<file path="config.mk">
export PLATFORM = sky130hd
export DESIGN_NAME = cabinet_io
export DESIGN_NICKNAME = d
export VERILOG_FILES = /design/src/hw/astro_pkg.sv /design/src/hw/audio_mixer.sv /design/src/hw/cabinet_config.sv /design/src/hw/cabinet_io.sv /design/src/hw/switch_matrix.sv
export SDC_FILE = /design/constraint.sdc
export NUM_CORES = 1
export LEC_CHECK = 0
export ABC_AREA = 1
export ABC_CLOCK_PERIOD_IN_PS = 2400
export BUFFER_PORTS_ARGS = -buffer_cell sky130_fd_sc_hd__buf_2
export CORE_UTILIZATION = 50
export DETAILED_ROUTE_END_ITERATION = 12
export HOLD_SLACK_MARGIN = 0.03
export PLACE_DENSITY = 0.9
export RECOVER_POWER = 100
export SYNTH_ARGS = -nofsm -noshare
export SYNTH_HDL_FRONTEND = slang
export SYNTH_SLANG_ARGS = --single-unit
</file>
<file path="constraint.sdc">
create_clock -name clk_sys -period 2.4 [get_ports clk_sys]
set_input_delay 0.12 -clock clk_sys [delete_from_list [all_inputs] [get_ports clk_sys]]
set_output_delay 0.12 -clock clk_sys [all_outputs]
set_load 0.03 [all_outputs]
</file>
<file path="src/hw/astro_pkg.sv">
package astro_pkg;

	// ============================================================
	// Game select codes, as written by the download port
	// ============================================================
	localparam logic [7:0] game_space_zap  = 8'd3;
	localparam logic [7:0] game_gorf       = 8'd4;
	localparam logic [7:0] game_wow        = 8'd5;
	localparam logic [7:0] game_robby      = 8'd6;
	// Program 1 board runs the Gorf cabinet layout
	localparam logic [7:0] game_gorf_prog1 = 8'd7;

	// Download index that qualifies each write
	localparam logic [7:0] index_game = 8'd1;
	localparam logic [7:0] index_dip  = 8'd254;

	// Number of DIP switch bytes held
	localparam int dip_count = 8;

	// ============================================================
	// Switch matrix column strobes and idle row
	// ============================================================
	localparam logic [7:0] col_ctrl0 = 8'h01;
	localparam logic [7:0] col_ctrl1 = 8'h02;
	localparam logic [7:0] col_ctrl2 = 8'h04;
	localparam logic [7:0] col_dip3  = 8'h08;
	// Rows are active low, nothing pressed reads all ones
	localparam logic [7:0] row_idle  = 8'hff;

	// Bit positions inside a joystick word
	localparam int btn_right = 0;
	localparam int btn_left  = 1;
	localparam int btn_down  = 2;
	localparam int btn_up    = 3;
	localparam int btn_fire  = 4;
	localparam int btn_fire2 = 5;
	// Start 2 sits just above start 1
	localparam int btn_start = 6;
	localparam int btn_coin  = 8;

	// Silence level of halved 16 bit samples
	localparam int silence_offset = 16384;

endpackage

</file>
<file path="src/hw/audio_mixer.sv">
module audio_mixer #(
	parameter int sample_width = 16
) (
	input  logic                    clk_sys,
	input  logic                    reset,
	input  logic [sample_width-1:0] chip_l,
	input  logic [sample_width-1:0] chip_r,
	input  logic [sample_width-1:0] sample_l,
	input  logic [sample_width-1:0] sample_r,
	input  logic                    speech_select,
	input  logic                    stereo,
	input  logic                    plus_samples,
	input  logic                    gorf_cabinet,
	output logic [sample_width-1:0] audio_l,
	output logic [sample_width-1:0] audio_r
);

	// ============================================================
	// Silence offset scaled to the sample width
	// ============================================================
	// 16384 is 2^14 at 16 bits, so rescale to 2^(sample_width-2)
	localparam logic [sample_width+15:0] offset_scaled =
		(sample_width + 16)'(astro_pkg::silence_offset) << (sample_width - 2);
	localparam logic [sample_width:0] cab_offset = offset_scaled[sample_width+14:14];

	logic [sample_width-1:0] half_chip_l, half_chip_r;
	logic [sample_width-1:0] half_sample_l, half_sample_r;
	logic [sample_width-1:0] mix_l, mix_r;
	logic [sample_width:0]   cab_sum;
	logic [sample_width-1:0] cab_l;
	logic [sample_width-1:0] next_l, next_r;

	// Drop the LSB, halves can be summed without a carry out
	assign half_chip_l   = chip_l >> 1;
	assign half_chip_r   = chip_r >> 1;
	assign half_sample_l = sample_l >> 1;
	assign half_sample_r = sample_r >> 1;

	assign mix_l = half_chip_l + half_sample_l;
	assign mix_r = half_chip_r + half_sample_r;

	// Lower cabinet speaker, chip audio lifted to the sample silence level
	assign cab_sum = {1'b0, chip_l} + cab_offset;
	// Clip at full scale
	assign cab_l = cab_sum[sample_width] ? '1 : cab_sum[sample_width-1:0];

	// ============================================================
	// Per game channel routing
	// ============================================================
	always_comb begin
		// Upper speaker plays the right sound chip only
		if (gorf_cabinet) next_r = chip_r;
		else if (plus_samples) next_r = mix_r;
		else if (stereo) next_r = chip_r;
		else next_r = chip_l;

		if (gorf_cabinet) begin
			// CPU port switches the lower speaker between speech and chip
			if (speech_select) next_l = half_sample_l;
			else next_l = cab_l;
		end else if (plus_samples) begin
			next_l = mix_l;
		end else begin
			next_l = chip_l;
		end
	end

	// Output registers, one cycle from inputs
	always_ff @(posedge clk_sys or posedge reset) begin
		if (reset) begin
			audio_l <= '0;
			audio_r <= '0;
		end else begin
			audio_l <= next_l;
			audio_r <= next_r;
		end
	end

endmodule

</file>
<file path="src/hw/cabinet_config.sv">
module cabinet_config (
	input  logic        clk_sys,
	input  logic        reset,
	input  logic        ioctl_wr,
	input  logic [7:0]  ioctl_index,
	input  logic [24:0] ioctl_addr,
	input  logic [7:0]  ioctl_dout,
	output logic        is_space_zap,
	output logic        is_gorf,
	output logic        is_wow,
	output logic        is_robby,
	output logic        stereo,
	output logic        plus_samples,
	output logic        gorf_cabinet,
	output logic [7:0]  dip0,
	output logic [7:0]  dip2,
	output logic [7:0]  dip3
);

	// Address bits needed to pick one DIP byte
	localparam int dip_addr_width = $clog2(astro_pkg::dip_count);

	logic [7:0] game;
	logic [7:0] dip [astro_pkg::dip_count];

	logic game_write;
	logic dip_write;

	// ============================================================
	// Download decode
	// ============================================================
	assign game_write = ioctl_wr && (ioctl_index == astro_pkg::index_game);
	// Addresses past the last DIP byte are dropped
	assign dip_write  = ioctl_wr && (ioctl_index == astro_pkg::index_dip)
		&& (ioctl_addr < 25'(astro_pkg::dip_count));

	// Game byte, zero after reset means unknown game
	always_ff @(posedge clk_sys or posedge reset) begin
		if (reset) begin
			game <= 8'd0;
		end else if (game_write) begin
			game <= ioctl_dout;
		end
	end

	// DIP bytes, all switches off after reset
	always_ff @(posedge clk_sys or posedge reset) begin
		if (reset) begin
			for (int i = 0; i < astro_pkg::dip_count; i++) begin
				dip[i] <= 8'd0;
			end
		end else if (dip_write) begin
			dip[ioctl_addr[dip_addr_width-1:0]] <= ioctl_dout;
		end
	end

	// ============================================================
	// Game flags, one cycle behind the game byte
	// ============================================================
	always_ff @(posedge clk_sys or posedge reset) begin
		if (reset) begin
			is_space_zap <= 1'b0;
			is_gorf      <= 1'b0;
			is_wow       <= 1'b0;
			is_robby     <= 1'b0;
		end else begin
			is_space_zap <= (game == astro_pkg::game_space_zap);
			// Program 1 shares the Gorf cabinet
			is_gorf      <= (game == astro_pkg::game_gorf)
				|| (game == astro_pkg::game_gorf_prog1);
			is_wow       <= (game == astro_pkg::game_wow);
			is_robby     <= (game == astro_pkg::game_robby);
		end
	end

	// Two sound chips fitted
	assign stereo       = is_gorf | is_wow | is_robby;
	// Sound chip audio mixed with speech samples
	assign plus_samples = is_gorf | is_wow;
	// Split speakers of the Gorf cabinet, chosen by DIP 0 bit 0
	assign gorf_cabinet = is_gorf & dip[0][0];

	assign dip0 = dip[0];
	assign dip2 = dip[2];
	assign dip3 = dip[3];

endmodule

</file>
<file path="src/hw/cabinet_io.sv">
module cabinet_io #(
	parameter int sample_width = 16
) (
	input  logic                    clk_sys,
	input  logic                    reset,
	// Download port
	input  logic                    ioctl_wr,
	input  logic [7:0]              ioctl_index,
	input  logic [24:0]             ioctl_addr,
	input  logic [7:0]              ioctl_dout,
	// Switch matrix
	input  logic [7:0]              col_select,
	input  logic [15:0]             joystick_0,
	input  logic [15:0]             joystick_1,
	input  logic                    speech_busy,
	output logic [7:0]              row_data,
	// Audio
	input  logic [sample_width-1:0] chip_l,
	input  logic [sample_width-1:0] chip_r,
	input  logic [sample_width-1:0] sample_l,
	input  logic [sample_width-1:0] sample_r,
	input  logic                    speech_select,
	output logic [sample_width-1:0] audio_l,
	output logic [sample_width-1:0] audio_r
);

	// ============================================================
	// Configuration to matrix and mixer
	// ============================================================
	logic is_space_zap, is_gorf, is_wow, is_robby;
	logic stereo, plus_samples, gorf_cabinet;
	logic [7:0] dip0, dip2, dip3;

	// Game byte and DIP capture
	cabinet_config u_config (
		.clk_sys      (clk_sys),
		.reset        (reset),
		.ioctl_wr     (ioctl_wr),
		.ioctl_index  (ioctl_index),
		.ioctl_addr   (ioctl_addr),
		.ioctl_dout   (ioctl_dout),
		.is_space_zap (is_space_zap),
		.is_gorf      (is_gorf),
		.is_wow       (is_wow),
		.is_robby     (is_robby),
		.stereo       (stereo),
		.plus_samples (plus_samples),
		.gorf_cabinet (gorf_cabinet),
		.dip0         (dip0),
		.dip2         (dip2),
		.dip3         (dip3)
	);

	// Control panel rows, combinational from the column strobe
	switch_matrix u_matrix (
		.col_select   (col_select),
		.joystick_0   (joystick_0),
		.joystick_1   (joystick_1),
		.speech_busy  (speech_busy),
		.is_space_zap (is_space_zap),
		.is_gorf      (is_gorf),
		.is_wow       (is_wow),
		.is_robby     (is_robby),
		.dip0         (dip0),
		.dip2         (dip2),
		.dip3         (dip3),
		.row_data     (row_data)
	);

	// Speaker mix
	audio_mixer #(
		.sample_width (sample_width)
	) u_mixer (
		.clk_sys       (clk_sys),
		.reset         (reset),
		.chip_l        (chip_l),
		.chip_r        (chip_r),
		.sample_l      (sample_l),
		.sample_r      (sample_r),
		.speech_select (speech_select),
		.stereo        (stereo),
		.plus_samples  (plus_samples),
		.gorf_cabinet  (gorf_cabinet),
		.audio_l       (audio_l),
		.audio_r       (audio_r)
	);

endmodule

</file>
<file path="src/hw/switch_matrix.sv">
module switch_matrix (
	input  logic [7:0]  col_select,
	input  logic [15:0] joystick_0,
	input  logic [15:0] joystick_1,
	input  logic        speech_busy,
	input  logic        is_space_zap,
	input  logic        is_gorf,
	input  logic        is_wow,
	input  logic        is_robby,
	input  logic [7:0]  dip0,
	input  logic [7:0]  dip2,
	input  logic [7:0]  dip3,
	output logic [7:0]  row_data
);

	// ============================================================
	// Active high player buttons from the joystick words
	// ============================================================
	logic p1_up, p1_down, p1_left, p1_right, p1_fire, p1_fire2;
	logic p2_up, p2_down, p2_left, p2_right, p2_fire, p2_fire2;
	logic start1, start2, coin;

	assign p1_up    = joystick_0[astro_pkg::btn_up];
	assign p1_down  = joystick_0[astro_pkg::btn_down];
	assign p1_left  = joystick_0[astro_pkg::btn_left];
	assign p1_right = joystick_0[astro_pkg::btn_right];
	assign p1_fire  = joystick_0[astro_pkg::btn_fire];
	assign p1_fire2 = joystick_0[astro_pkg::btn_fire2];

	assign p2_up    = joystick_1[astro_pkg::btn_up];
	assign p2_down  = joystick_1[astro_pkg::btn_down];
	assign p2_left  = joystick_1[astro_pkg::btn_left];
	assign p2_right = joystick_1[astro_pkg::btn_right];
	assign p2_fire  = joystick_1[astro_pkg::btn_fire];
	assign p2_fire2 = joystick_1[astro_pkg::btn_fire2];

	// Starts and coin all come from the first controller
	assign start1 = joystick_0[astro_pkg::btn_start];
	assign start2 = joystick_0[astro_pkg::btn_start + 1];
	assign coin   = joystick_0[astro_pkg::btn_coin];

	// ============================================================
	// Active low row bytes per game with the MSB first
	// ============================================================
	logic [7:0] sz_col1, sz_col2, sz_col4;
	logic [7:0] gf_col1, gf_col2, gf_col4;
	logic [7:0] ww_col1, ww_col2, ww_col4;
	logic [7:0] rr_col1, rr_col2, rr_col4;

	// Space Zap
	assign sz_col1 = {2'b11, ~start2, ~start1, dip2[1], 1'b1, ~coin, 1'b1};
	assign sz_col2 = {3'b111, ~p2_fire, ~p2_right, ~p2_left, ~p2_down, ~p2_up};
	assign sz_col4 = {2'b11, dip2[0], ~p1_fire, ~p1_right, ~p1_left, ~p1_down, ~p1_up};

	// Gorf reports speech status in the top bit of the player 1 row
	assign gf_col1 = {dip2[2], dip2[0], ~start2, ~start1, 1'b1, dip2[1], ~coin, 1'b1};
	assign gf_col2 = {3'b001, ~p2_fire, ~p2_right, ~p2_left, ~p2_down, ~p2_up};
	assign gf_col4 = {speech_busy, 2'b01, ~p1_fire, ~p1_right, ~p1_left, ~p1_down, ~p1_up};

	// Wizard of Wor reads the digital Fire2b move button active high
	assign ww_col1 = {dip2[2], ~start2, ~start1, 1'b1, dip2[1], 1'b1, ~coin, 1'b1};
	assign ww_col2 = {2'b11, ~p2_fire, p2_fire2, ~p2_right, ~p2_left, ~p2_down, ~p2_up};
	assign ww_col4 = {speech_busy, 1'b1, ~p1_fire, p1_fire2,
		~p1_right, ~p1_left, ~p1_down, ~p1_up};

	// Robby Roto
	assign rr_col1 = {1'b0, ~start2, ~start1, 1'b1, dip2[1], 1'b1, ~coin, 1'b1};
	assign rr_col2 = {2'b11, ~p2_fire, 1'b1, ~p2_right, ~p2_left, ~p2_down, ~p2_up};
	assign rr_col4 = {2'b11, ~p1_fire, 1'b1, ~p1_right, ~p1_left, ~p1_down, ~p1_up};

	// ============================================================
	// Column select answered in the same cycle
	// ============================================================
	always_comb begin
		row_data = astro_pkg::row_idle;
		case (col_select)
			astro_pkg::col_ctrl0: begin
				if (is_space_zap) row_data = sz_col1;
				else if (is_gorf) row_data = gf_col1;
				else if (is_wow) row_data = ww_col1;
				else if (is_robby) row_data = rr_col1;
			end
			astro_pkg::col_ctrl1: begin
				if (is_space_zap) row_data = sz_col2;
				else if (is_gorf) row_data = gf_col2;
				else if (is_wow) row_data = ww_col2;
				else if (is_robby) row_data = rr_col2;
			end
			astro_pkg::col_ctrl2: begin
				if (is_space_zap) row_data = sz_col4;
				else if (is_gorf) row_data = gf_col4;
				else if (is_wow) row_data = ww_col4;
				else if (is_robby) row_data = rr_col4;
			end
			// DIP bank 3 is wired straight to this column on every board
			astro_pkg::col_dip3: row_data = dip3;
			default: row_data = astro_pkg::row_idle;
		endcase
	end

endmodule

</file>
==> out/results.txt <==
Netlist cell types: 39
Compound-Gate Fraction of Synth Area: 0.1427
Register area share after synthesis: 0.2825
Post-route ant nets: 0
CTS clk-pin slew, worst paths: 120 ps
Max FO, Critical Path: 31
Post-CTS sizing: 0
Worst VDD drop: 0.2823 mV
Worst hold path cell count: 3
IO buf count: 170
All-Layer GR Usage: 0.2738
Gpl congestion: 0.9107
PwrDens: 535.3 nW/um^2
Critical setup path kind: flop to flop
Synth Register Bits: 56
Wire length per cell: 12.71 um
Post-CTS setup buffers: 0
Core ar.: 9415 um^2
Post-route insts no fill: 1087
Status: finished, final reports clean
Htree depth: 2
Initial antenna violation count: 0
Fmax: 471.6 MHz
Cell-internal power: 1766 uW
Area grow syn2layout: 20.23%
CP Launch Type: flop
Vias in the first global route: 5209
Initial Util: 0.5269
WP data required: 2610 ps
Reg2Reg Setup Slack: 280 ps
Worst skew pair latency: 310 ps
Leak pwr: 0.003341 uW
Clk pwr share: 0.174
DR DRC count: 0
Final net count: 1139
Largest net degree at the start of global routing: 39
Slowest stage delay, CP: 490 ps
Drt initial violations: 376
Vias per inst: 5.223
TritonCTS clock tree: yes
Die Wd: 101.6 um
Final Cycle Share: 0.8835
Die area: 10320 um^2
Final Setup Violations: 0
Seq pwr share: 0.357
Total power: 3193 uW
# rows: 35
Most frequent cells in the layout: nand2_1, buf_2, inv_1
Worst path cell trace: nor2_1 -> inv_1 -> clkbuf_2 -> o21ai_0 -> o21bai_1 -> nand2_1
Xor and xnor area share after synthesis: 0.02295
TritonCTS Buffers: 5
Largest delay contributor family on the critical path: buffers and inverters
Sink Count: 56
Net Sw Frac: 0.4470
Placed Instances: 1078
Post-Syn Instances: 792
Worst Tran Pin Value: 929.8 ps
First-pass GRT wire length: 22730 um
R2r worst-path depth: 6
DRT Wirelength: 13820 um
Mux contribution to synthesized area: 0
Yosys synthesis warning count: 0
Syn_nets: 974
Crit path depth: 6
Slew Limit Fails: 0
Hold Crit Class: input port to flop
Fin. Hold Viols: 0
Final Skew: 9.521 ps
Buf+Inv Stages, Crit Path: 2
Dpl hpwl: 11030 um
Combinational Power Share: 0.469
Maximum root-to-sink buffer count: 2
Max-slew headroom: 0.3802
Gr ovfl total: 0
CP endpoint kind: flop
Worst Path Arrival: 2330 ps
Simple-gate area share of the yosys netlist: 0.3660
Clock root cell: clkbuf_8
Min cycle time layout: 2120 ps
Post-synthesis adder-cell area fraction: 0.08373
# IOs: 190
DRT Pass-1 Iters: 6
Max Cap Viol: 0
Setup_tns: 0 ps
Commonest non-fill, non-tap cell in the layout: nand2_1
RSZ-0062 raised after global routing: false
Mean Syn Cell Area: 6.264 um^2
Largest family of logic cells by synthesized area: simple AND/OR/NAND/NOR gates
Mapped cell area: 4961 um^2
Via count: 5677
Cts hold-fix bufs: 1
Slowest CP cell: clkbuf_2
# diodes: 0
Die Height: 101.6 um
P_sw: 1427 uW
Share of cells above drive strength 1: 0.1566
==> sequential cells by signal (all words and copies together) (netlist names) <==
register               count
u_config.dip2              3
u_mixer.audio_r           16
u_config.is_robby          1
u_config.game              8
u_config.dip3              8
u_mixer.audio_l           16
u_config.is_gorf           1
u_config.is_wow            1
u_config.is_space_zap      1
u_config.dip0              1
==> synth_stat cells <==
cell,count,area share
and2_1,3,0.0038
xnor2_1,3,0.0053
clkinv_1,3,0.0023
o31a_1,1,0.0018
nor2_4,1,0.0023
and3_1,2,0.0025
o21ai_1,11,0.011
xor2_1,10,0.018
ha_1,30,0.076
o22ai_1,1,0.0013
a21o_1,2,0.0030
nand4_1,7,0.0088
nor2_1,85,0.064
nand3_1,64,0.065
inv_1,106,0.080
nor4_1,3,0.0038
nor3_1,17,0.017
a211oi_1,1,0.0015
fa_1,2,0.0081
buf_4,1,0.0015
a22o_1,1,0.0018
nand2_1,250,0.19
o21bai_1,1,0.0015
or2_2,2,0.0025
o221ai_1,11,0.019
nand3b_1,3,0.0045
buf_1,1,0.00076
o211ai_1,5,0.0076
nand2_2,1,0.0013
o21a_1,1,0.0015
clkbuf_1,7,0.0053
inv_2,1,0.00076
dfrtp_1,56,0.28
nor2_2,1,0.0013
a21oi_1,49,0.049
buf_6,1,0.0023
buf_2,9,0.0091
a22oi_1,7,0.011
o21ai_0,32,0.032
==> metal layers <==
| layer | global-route usage | part of all wire |
|---|---|---|
| met2 | 0.4517 | 0.45 |
| met1 | 0.3743 | 0.44 |
| met3 | 0.02070 | 0.079 |
| met5 | 0 | 0 |
| met4 | 0.1048 | 0.028 |
==> cell families after synthesis <==
group,count (synthesis)
fa+ha+maj,32
xor+xnor,13
buf+inv,129
simple gates,439
compound gates,123
flops,56
==> metrics by stage <==
| stage | hold slack (ps) | setup WS, ps | cell area [um^2] | utilization |
|---|---|---|---|---|
| floorplan | 253.0 | 877.3 | 4961 | - |
| global placement | 129.6 | 663.5 | 5924 | 0.6292 |
| detailed placement | 139.9 | 626.5 | 5924 | 0.6292 |
| CTS | 39.44 | 348.9 | 6031 | 0.6405 |
| global route | 35.27 | 106.6 | 5964 | 0.6335 |
| finish | 47.59 | 279.6 | 5964 | 0.6335 |
==> power groups by stage <==
stage	clock, uW	combinational [uW]	sequential (uW)
final	557	1500	1140
after global routing	607	1670	1160
after CTS	568	1530	1140
after detailed placement	0	1530	1160
after global placement	0	1500	1160
after floorplan	0	779	1440
==> worst register-to-register path, delay by kind of cell (launching register included) <==
| family | cells | cell delay (ps) |
|---|---|---|
| AND/OR/NAND/NOR | 2 | 310 |
| buffers and inverters | 2 | 840 |
| flip-flops | 1 | 430 |
| AO/OA/AOI/OAI | 2 | 440 |
==> final timing paths <==
path	to	from
hold / removal	u_config.dip3[7]	ioctl_dout[7]
setup reg to reg	u_mixer.audio_l[10]	u_config.is_gorf
hold reg to reg	u_config.is_space_zap	u_config.game[2]
setup / recovery	u_mixer.audio_l[10]	u_config.is_gorf
min in group asynchronous	u_mixer.audio_l[4]	reset
max in group asynchronous	u_config.dip3[6]	reset
==> area by class of cell <==
type,count,area (um^2)
Sequential cell,56,1401
Clock inverter,3,27.53
Inverter,110,412.9
Tap cell,129,161.4
Timing Repair Buffer,177,849.6
Clock buffer,5,68.82
Multi-Input combinational cell,607,3043
Fill cell,885,3451
Power figures use the tool's default switching activity.
